**src/hdl/mipsPkg.sv**
```systemverilog
package mipsPkg;

  // primary opcode field, bits 31:26
  typedef enum logic [5:0] {
    opSpecial = 6'h00,
    opAddiu   = 6'h09,
    opOri     = 6'h0d,
    opLui     = 6'h0f,
    opLwl     = 6'h22,
    opLw      = 6'h23,
    opLwr     = 6'h26
  } opcodeT;

  // function field for special opcode, bits 5:0
  typedef enum logic [5:0] {
    fnAddu = 6'h21,
    fnSubu = 6'h23,
    fnAnd  = 6'h24,
    fnOr   = 6'h25,
    fnXor  = 6'h26,
    fnSlt  = 6'h2a
  } functT;

  // operations the alu knows about
  typedef enum logic [2:0] {
    aluAdd = 3'd0,
    aluSub = 3'd1,
    aluAnd = 3'd2,
    aluOr  = 3'd3,
    aluXor = 3'd4,
    aluSlt = 3'd5,
    aluLui = 3'd6
  } aluOpT;

  // how the register file takes the write data
  // left and right merge with the old target value
  typedef enum logic [1:0] {
    writeNone  = 2'b00,
    writeLeft  = 2'b01,
    writeRight = 2'b10,
    writeWord  = 2'b11
  } writeModeT;

  // v0 holds the observed result
  localparam logic [4:0] V0_REG = 5'd2;

endpackage
```
**src/hdl/execSlice.sv**
```systemverilog
`timescale 1ns/1ps

module execSlice (
  input  logic        clk,
  input  logic        reset,
  input  logic        instrValid,
  input  logic [31:0] instr,
  // memory word for the address on memAddress this cycle
  input  logic [31:0] loadData,
  output logic [31:0] memAddress,
  output logic [31:0] registerV0,
  output logic        illegalInstr
);

  // decoder outputs
  logic [4:0]         readReg1;
  logic [4:0]         readReg2;
  logic [4:0]         writeReg;
  logic [15:0]        immediate;
  logic               useImmediate;
  logic               signedImmediate;
  logic               isLoad;
  mipsPkg::aluOpT     aluOp;
  mipsPkg::writeModeT writeMode;

  // datapath
  logic [31:0] readData1;
  logic [31:0] readData2;
  logic [31:0] aluResult;
  logic [31:0] writeData;

  instrDecoder decoder (
    .instrValid      (instrValid),
    .instr           (instr),
    .readReg1        (readReg1),
    .readReg2        (readReg2),
    .writeReg        (writeReg),
    .immediate       (immediate),
    .useImmediate    (useImmediate),
    .signedImmediate (signedImmediate),
    .isLoad          (isLoad),
    .aluOp           (aluOp),
    .writeMode       (writeMode),
    .illegalInstr    (illegalInstr)
  );

  aluUnit alu (
    .aluOp           (aluOp),
    .readData1       (readData1),
    .readData2       (readData2),
    .immediate       (immediate),
    .useImmediate    (useImmediate),
    .signedImmediate (signedImmediate),
    .aluResult       (aluResult)
  );

  // loads write the memory word, everything else the alu result
  assign writeData  = isLoad ? loadData : aluResult;
  // for loads the alu result is the effective address
  assign memAddress = aluResult;

  registers regs (
    .clk        (clk),
    .reset      (reset),
    .readReg1   (readReg1),
    .readReg2   (readReg2),
    .writeReg   (writeReg),
    .writeMode  (writeMode),
    .writeData  (writeData),
    .byteOffset (aluResult[1:0]),
    .readData1  (readData1),
    .readData2  (readData2),
    .registerV0 (registerV0)
  );

  // an illegal instruction leaves v0 untouched across its write edge
  assert property (@(posedge clk) disable iff (reset)
    illegalInstr |=> $stable(registerV0))
    else $error("v0 changed after an illegal instruction");

endmodule

```
**src/hdl/aluUnit.sv**
```systemverilog
`timescale 1ns/1ps

module aluUnit (
  input  mipsPkg::aluOpT       aluOp,
  input  logic          [31:0] readData1,
  input  logic          [31:0] readData2,
  input  logic          [15:0] immediate,
  input  logic                 useImmediate,
  input  logic                 signedImmediate,
  output logic          [31:0] aluResult
);

  // immediate widened to a full word
  logic [31:0] extImmediate;
  // second operand after the register or immediate choice
  logic [31:0] operandB;

  // sign extension for addiu and loads and zero extension for ori
  assign extImmediate = signedImmediate ? {{16{immediate[15]}}, immediate}
                                        : {16'd0, immediate};
  assign operandB     = useImmediate ? extImmediate : readData2;

  always_comb
  begin
    case (aluOp)
      // add also forms the load address
      mipsPkg::aluAdd: aluResult = readData1 + operandB;
      mipsPkg::aluSub: aluResult = readData1 - operandB;
      mipsPkg::aluAnd: aluResult = readData1 & operandB;
      mipsPkg::aluOr:  aluResult = readData1 | operandB;
      mipsPkg::aluXor: aluResult = readData1 ^ operandB;
      mipsPkg::aluSlt:
      begin
        // signed compare gives 0 or 1
        aluResult = ($signed(readData1) < $signed(operandB)) ? 32'd1 : 32'd0;
      end
      // immediate goes to the upper half, rs is ignored
      mipsPkg::aluLui: aluResult = {immediate, 16'd0};
      default:         aluResult = 32'd0;
    endcase
  end

endmodule

```
**src/hdl/instrDecoder.sv**
```systemverilog
`timescale 1ns/1ps

module instrDecoder (
  input  logic               instrValid,
  input  logic [31:0]        instr,
  output logic [4:0]         readReg1,
  output logic [4:0]         readReg2,
  output logic [4:0]         writeReg,
  output logic [15:0]        immediate,
  output logic               useImmediate,
  output logic               signedImmediate,
  output logic               isLoad,
  output mipsPkg::aluOpT     aluOp,
  output mipsPkg::writeModeT writeMode,
  output logic               illegalInstr
);

  // instruction fields
  mipsPkg::opcodeT opcode;
  mipsPkg::functT  funct;
  logic [4:0]      rs;
  logic [4:0]      rt;
  logic [4:0]      rd;

  // decode results before the valid and legal gating
  mipsPkg::writeModeT decodedMode;
  logic               known;
  logic               rType;

  assign opcode    = mipsPkg::opcodeT'(instr[31:26]);
  assign funct     = mipsPkg::functT'(instr[5:0]);
  assign rs        = instr[25:21];
  assign rt        = instr[20:16];
  assign rd        = instr[15:11];
  assign immediate = instr[15:0];

  // rs and rt always feed the read ports
  assign readReg1 = rs;
  assign readReg2 = rt;
  // r-type writes rd and everything else writes rt
  assign writeReg = rType ? rd : rt;

  always_comb
  begin
    // defaults describe a plain add with no write
    aluOp           = mipsPkg::aluAdd;
    useImmediate    = 1'b0;
    signedImmediate = 1'b0;
    isLoad          = 1'b0;
    decodedMode     = mipsPkg::writeNone;
    known           = 1'b1;
    rType           = 1'b0;

    case (opcode)
      mipsPkg::opSpecial:
      begin
        rType       = 1'b1;
        decodedMode = mipsPkg::writeWord;
        // function field picks the operation
        case (funct)
          mipsPkg::fnAddu: aluOp = mipsPkg::aluAdd;
          mipsPkg::fnSubu: aluOp = mipsPkg::aluSub;
          mipsPkg::fnAnd:  aluOp = mipsPkg::aluAnd;
          mipsPkg::fnOr:   aluOp = mipsPkg::aluOr;
          mipsPkg::fnXor:  aluOp = mipsPkg::aluXor;
          mipsPkg::fnSlt:  aluOp = mipsPkg::aluSlt;
          default:         known = 1'b0;
        endcase
      end
      mipsPkg::opAddiu:
      begin
        useImmediate    = 1'b1;
        signedImmediate = 1'b1;
        decodedMode     = mipsPkg::writeWord;
      end
      mipsPkg::opOri:
      begin
        // ori zero-extends its immediate
        aluOp        = mipsPkg::aluOr;
        useImmediate = 1'b1;
        decodedMode  = mipsPkg::writeWord;
      end
      mipsPkg::opLui:
      begin
        aluOp        = mipsPkg::aluLui;
        useImmediate = 1'b1;
        decodedMode  = mipsPkg::writeWord;
      end
      mipsPkg::opLw, mipsPkg::opLwl, mipsPkg::opLwr:
      begin
        // address is rs plus the sign-extended offset
        useImmediate    = 1'b1;
        signedImmediate = 1'b1;
        isLoad          = 1'b1;
        if (opcode == mipsPkg::opLwl)
          decodedMode = mipsPkg::writeLeft;
        else if (opcode == mipsPkg::opLwr)
          decodedMode = mipsPkg::writeRight;
        else
          decodedMode = mipsPkg::writeWord;
      end
      default:
      begin
        known = 1'b0;
      end
    endcase

    // strobe only for a live instruction
    illegalInstr = instrValid && !known;
    // nothing is written for idle cycles or unknown encodings
    writeMode = (instrValid && known) ? decodedMode : mipsPkg::writeNone;
  end

endmodule

```
**src/hdl/registers.sv**
```systemverilog
`timescale 1ns/1ps

module registers (
  input  logic              clk,
  input  logic              reset,
  // register numbers from the instruction fields
  input  logic [4:0]        readReg1,
  input  logic [4:0]        readReg2,
  input  logic [4:0]        writeReg,
  input  mipsPkg::writeModeT writeMode,
  input  logic [31:0]       writeData,
  // low two bits of the load address, used by lwl and lwr
  input  logic [1:0]        byteOffset,
  output logic [31:0]       readData1,
  output logic [31:0]       readData2,
  output logic [31:0]       registerV0
);

  // 32 general purpose registers
  logic [31:0] regFile [0:31];
  // value that actually lands in the target register
  logic [31:0] mergeData;

  // reads are combinational from the array
  // so the next instruction sees this edge's write
  assign readData1  = regFile[readReg1];
  assign readData2  = regFile[readReg2];
  assign registerV0 = regFile[mipsPkg::V0_REG];

  // byte merge for the unaligned loads
  // readData2 carries the old target value since rt is both source and dest
  always_comb
  begin
    case (writeMode)
      mipsPkg::writeLeft:
      begin
        // loaded low bytes go to the top of the register
        case (byteOffset)
          2'd0: mergeData = {writeData[7:0], readData2[23:0]};
          2'd1: mergeData = {writeData[15:0], readData2[15:0]};
          2'd2: mergeData = {writeData[23:0], readData2[7:0]};
          default: mergeData = writeData;
        endcase
      end
      mipsPkg::writeRight:
      begin
        // loaded high bytes go to the bottom of the register
        case (byteOffset)
          2'd0: mergeData = writeData;
          2'd1: mergeData = {readData2[31:24], writeData[31:8]};
          2'd2: mergeData = {readData2[31:16], writeData[31:16]};
          default: mergeData = {readData2[31:8], writeData[31:24]};
        endcase
      end
      default:
      begin
        // whole word, also harmless for writeNone
        mergeData = writeData;
      end
    endcase
  end

  // write port
  // reset wins over a write in the same cycle
  always_ff @(posedge clk)
  begin
    if (reset)
    begin
      for (int i = 0; i < 32; i++)
      begin
        regFile[i] <= 32'd0;
      end
    end
    else if (writeMode != mipsPkg::writeNone && writeReg != 5'd0)
    begin
      // register 0 is never written, it stays at its reset value
      regFile[writeReg] <= mergeData;
    end
  end

  // zero register holds zero for the whole run after reset
  assert property (@(posedge clk) disable iff (reset)
    (readReg1 == 5'd0) |-> (readData1 == 32'd0))
    else $error("register 0 read nonzero on port 1");

  assert property (@(posedge clk) disable iff (reset)
    (readReg2 == 5'd0) |-> (readData2 == 32'd0))
    else $error("register 0 read nonzero on port 2");

  // merges need the old target on port 2
  // decoder must route rt to both readReg2 and writeReg
  assert property (@(posedge clk) disable iff (reset)
    (writeMode == mipsPkg::writeLeft || writeMode == mipsPkg::writeRight)
    |-> (readReg2 == writeReg))
    else $error("merge write without old target on read port 2");

endmodule

```
**config.mk**
```make
export PLATFORM = sky130hd
export DESIGN_NAME = execSlice
export DESIGN_NICKNAME = d
export VERILOG_FILES = /design/src/hdl/mipsPkg.sv /design/src/hdl/execSlice.sv /design/src/hdl/aluUnit.sv /design/src/hdl/instrDecoder.sv /design/src/hdl/registers.sv
export SDC_FILE = /design/constraint.sdc
export NUM_CORES = 2
export LEC_CHECK = 0
export BUFFER_PORTS_ARGS = -buffer_cell sky130_fd_sc_hd__buf_2
export CAP_MARGIN = 10
export CORE_UTILIZATION = 35
export DETAILED_ROUTE_END_ITERATION = 10
export GPL_ROUTABILITY_DRIVEN = 0
export HOLD_SLACK_MARGIN = 0.12
export PLACE_DENSITY_LB_ADDON = 0.25
export REMOVE_ABC_BUFFERS = 1
export SKIP_LAST_GASP = 1
export SLEW_MARGIN = 20
export SYNTH_ARGS = -nofsm -noshare
export SYNTH_HDL_FRONTEND = slang
export SYNTH_SLANG_ARGS = --single-unit
```
**constraint.sdc**
```tcl
create_clock -name clk -period 8.1 [get_ports clk]
set_clock_uncertainty 0.2 [all_clocks]
set_input_delay 0.405 -clock clk [delete_from_list [all_inputs] [get_ports clk]]
set_output_delay 0.405 -clock clk [all_outputs]
set_load 0.03 [all_outputs]
```
==> results.md <==
- Proportion of layout cells with a drive suffix above 1: 0.301
- Clk sinks: between 1000 and 1500
- CTS max path bufs: 3
- Outcome: completed
- Full die area: 0.176 mm^2
- Reg clk slew, reported paths: 0.06 ns
- Chip height: around 420 um
- Slew @ Worst Pin: 1.14 ns
- Leak: ~24 nW
- Final core occ: 0.404
- Dpl ws: about 0.20 ns
- RSZ-0062 raised after global routing: false
- Main synth FF type: edfxtp_1
- Max reg flops: about 1000
- WHS: 0.380 ns
- Synth unique cells: 108
- Clock root buffer: clkbuf_16
- Crit Path Category: reg -> out
- Routed via count: 45228
- Vias/cell: 6.36
- Placed Cells: 6899
- Hold Fails Final Rpt: 0
- Cell depth of the worst hold path: 2
- Remaining DRCs: 0
- NumNets Final: 4873
- Sequential share of the synthesized area: 0.504
- Power Dens Cells: between 200 and 250 mW/mm^2
- Number of DRC markers in iteration 0: 6968
- Sum Neg Setup Slack: 0 ns
- CTS tree: yes
- Asr flop ratio synth: 0
- CP required: 7.50 ns
- Hold buffers post-CTS: 0
- Slew HR: 0.233
- Post-Synthesis Cells: roughly 4600
- Critical Path AT: 6.81 ns
- VDD IR max: 0.000184 V
- CP max FO: 11
- Fin cells: 7110
- Finish-stage setup viols: 0
- R2R cell count: 19
- CP Capture Type: output pin
- Ys Warns: 0
- Post-CTS Setup Inserts: 0
- Max-cap violations: 0
- Seq cells post-synth: 1024
- Cell row count: 152
- Design Power: 16.6 mW
- Grt ovf: 0
- Initial antenna violation count: 7
- Overall routing resource usage: 0.275
- Synth Cell Area: slightly above 0.06 mm^2
- Hold/Removal Path Class: in -> reg
- Highest clock rate: 135 MHz
- Worst Setup Slack, final: 0.683 ns
- First-pass GRT wire length: around 340000 um
- First drt pass iteration count: 6
- Num ports: 132
- Crit path launch type: register
- Total Wirelength: roughly 250000 um
- Number of flops mapped to enable cells by yosys: 1024
- Starting Density: 0.354
- Fin crit period: between 7 and 8 ns
- Post-cts sizing count: 0
- Post-Place Cell Area: 0.0661 mm^2
- Antenna Nets Post-Route: 0
- Die width: 420 um
- Per-cell routed wire length: 34.6 um
- Finished Cell Area: about 0.070 mm^2
- # H-tree levels: 3
- Largest registers: regs.regFile: 1024 flops
- Buffers on Ports: around 130
- R2R Setup Slk: ~0.80 ns
- Vias in the first global route: 43039
- Max-slew violations: 0
- Largest net degree at the start of global routing: between 60 and 70
- CTS Buf Count: 111
- Avg Inst Size Synth: 13.3 um^2
- Final period utilization: 0.916
- Dpl hpwl: approximately 160000 um
- Core box area: between 0.15 and 0.2 mm^2
- Worst skew pair latency: 0.76 ns
- Synth-to-layout area growth: 14.2%
- Largest Register: regs.regFile
-- critical path, stage by stage, from the launching register on --
cell,delay [ns]
edfxtp_1,0.52
mux4_2,0.51
mux4_2,0.49
mux2i_1,0.39
buf_4,0.25
nand2_1,0.16
o21a_1,0.21
ha_1,0.50
buf_4,0.21
nand3_1,0.10
or4_1,0.56
a31oi_1,0.52
a21oi_1,0.25
a221oi_1,0.38
mux2i_1,0.47
nand3b_1,0.29
buf_2,0.25
-- layer usage --
| metal | part of all wire | GRT usage | wire [um] |
|---|---|---|---|
| met3 | 0.12 | 0.0717 | 30400 |
| met4 | 0.056 | 0.134 | 13700 |
| met1 | 0.38 | 0.368 | 92600 |
| met2 | 0.44 | 0.414 | 109000 |
| met5 | 0.00020 | 0 | 50 |
-- cell families (layout without fill, tap and decap cells) --
kind of cell,after synthesis,in the layout,share of synthesized area
AO/OA/AOI/OAI,580,580,0.0662
XOR/XNOR,14,14,0.00201
adder cells (fa/ha/maj),103,103,0.0213
buffers and inverters,577,746,0.0403
flip-flops,1024,1024,0.504
multiplexers,734,734,0.252
other,1,35,0.0000614
AND/OR/NAND/NOR,1564,1564,0.114
-- Yosys cell counts (20+ instances only) --
master / number / share of area
a21o_1: 20 / 0.0025
a21oi_1: 145 / 0.012
a221oi_1: 23 / 0.0033
a31oi_1: 27 / 0.0028
buf_1: 47 / 0.0029
buf_2: 136 / 0.011
clkbuf_1: 258 / 0.016
edfxtp_1: 1024 / 0.50
ha_1: 101 / 0.021
inv_1: 108 / 0.0066
mux2_2: 49 / 0.0090
mux2i_1: 44 / 0.0072
mux4_2: 640 / 0.24
nand2_1: 154 / 0.0095
nand2b_1: 42 / 0.0043
nand3_1: 41 / 0.0034
nor2_1: 972 / 0.060
nor2_4: 20 / 0.0037
nor3_1: 160 / 0.013
nor3b_1: 37 / 0.0045
nor4_1: 25 / 0.0026
o211ai_1: 21 / 0.0026
o21a_1: 32 / 0.0039
o21ai_0: 88 / 0.0072
-- worst paths after layout --
| kind | end | startpoint |
|---|---|---|
| setup / recovery | memAddress[30] | regs.regFile[2][10] |
| hold reg to reg | regs.regFile[2][25] | regs.regFile[14][25] |
| setup reg to reg | regs.regFile[24][10] | regs.regFile[2][10] |
| hold / removal | regs.regFile[0][20] | reset |
-- power breakdown --
part	internal, mW	total, mW	switching, mW
sequential	6.01	6.10	0.0949
combinational	1.71	5.34	3.63
clock	2.90	5.14	2.25
total	10.6	16.6	5.97
-- layout make-up --
class | count | area [um^2]
fill | 15983 | 103000
tap | 2310 | 2890
sequential | 1024 | 30700
clock buffer | 131 | 2870
clock inverter | 76 | 761
inverter | 112 | 424
timing repair buffer | 427 | 3620
antenna | 3 | 7.51
multi-input combinational | 3027 | 28400
-- layout by cell type (no fill, tap or decap), types with 13 or more instances in the layout --
cell       Yosys  layout
a21oi_1      145     134
o31ai_1       19      19
a21o_1        20      20
or3_1         16      15
nand3_1       41      41
o21ai_0       88      87
nand2_2        0      31
nor2_1       972     969
clkinv_2       1      25
ha_1         101     101
nand4_1       15      15
nor3b_1       37      37
clkbuf_1     258      19
o221ai_1      17      17
buf_4         18     244
mux2i_1       44      44
o211ai_1      21      21
and3_1        13      13
buf_2        136     122
buf_12         2      54
o22ai_1       18      18
o21a_1        32      32
nor2_4        20      20
a211oi_1      18      16
nor3_1       160     159
nand2_1      154     123
clkinv_1       2      28
conb_1         1      32
inv_1        108     108
edfxtp_1    1024    1024
nand2b_2       0      25
mux2_2        49      49
clkbuf_16      0     112
mux4_2       640     640
nor4_1        25      23
a31oi_1       27      24
a221oi_1      23      23
(Power assumes the default switching activity.)
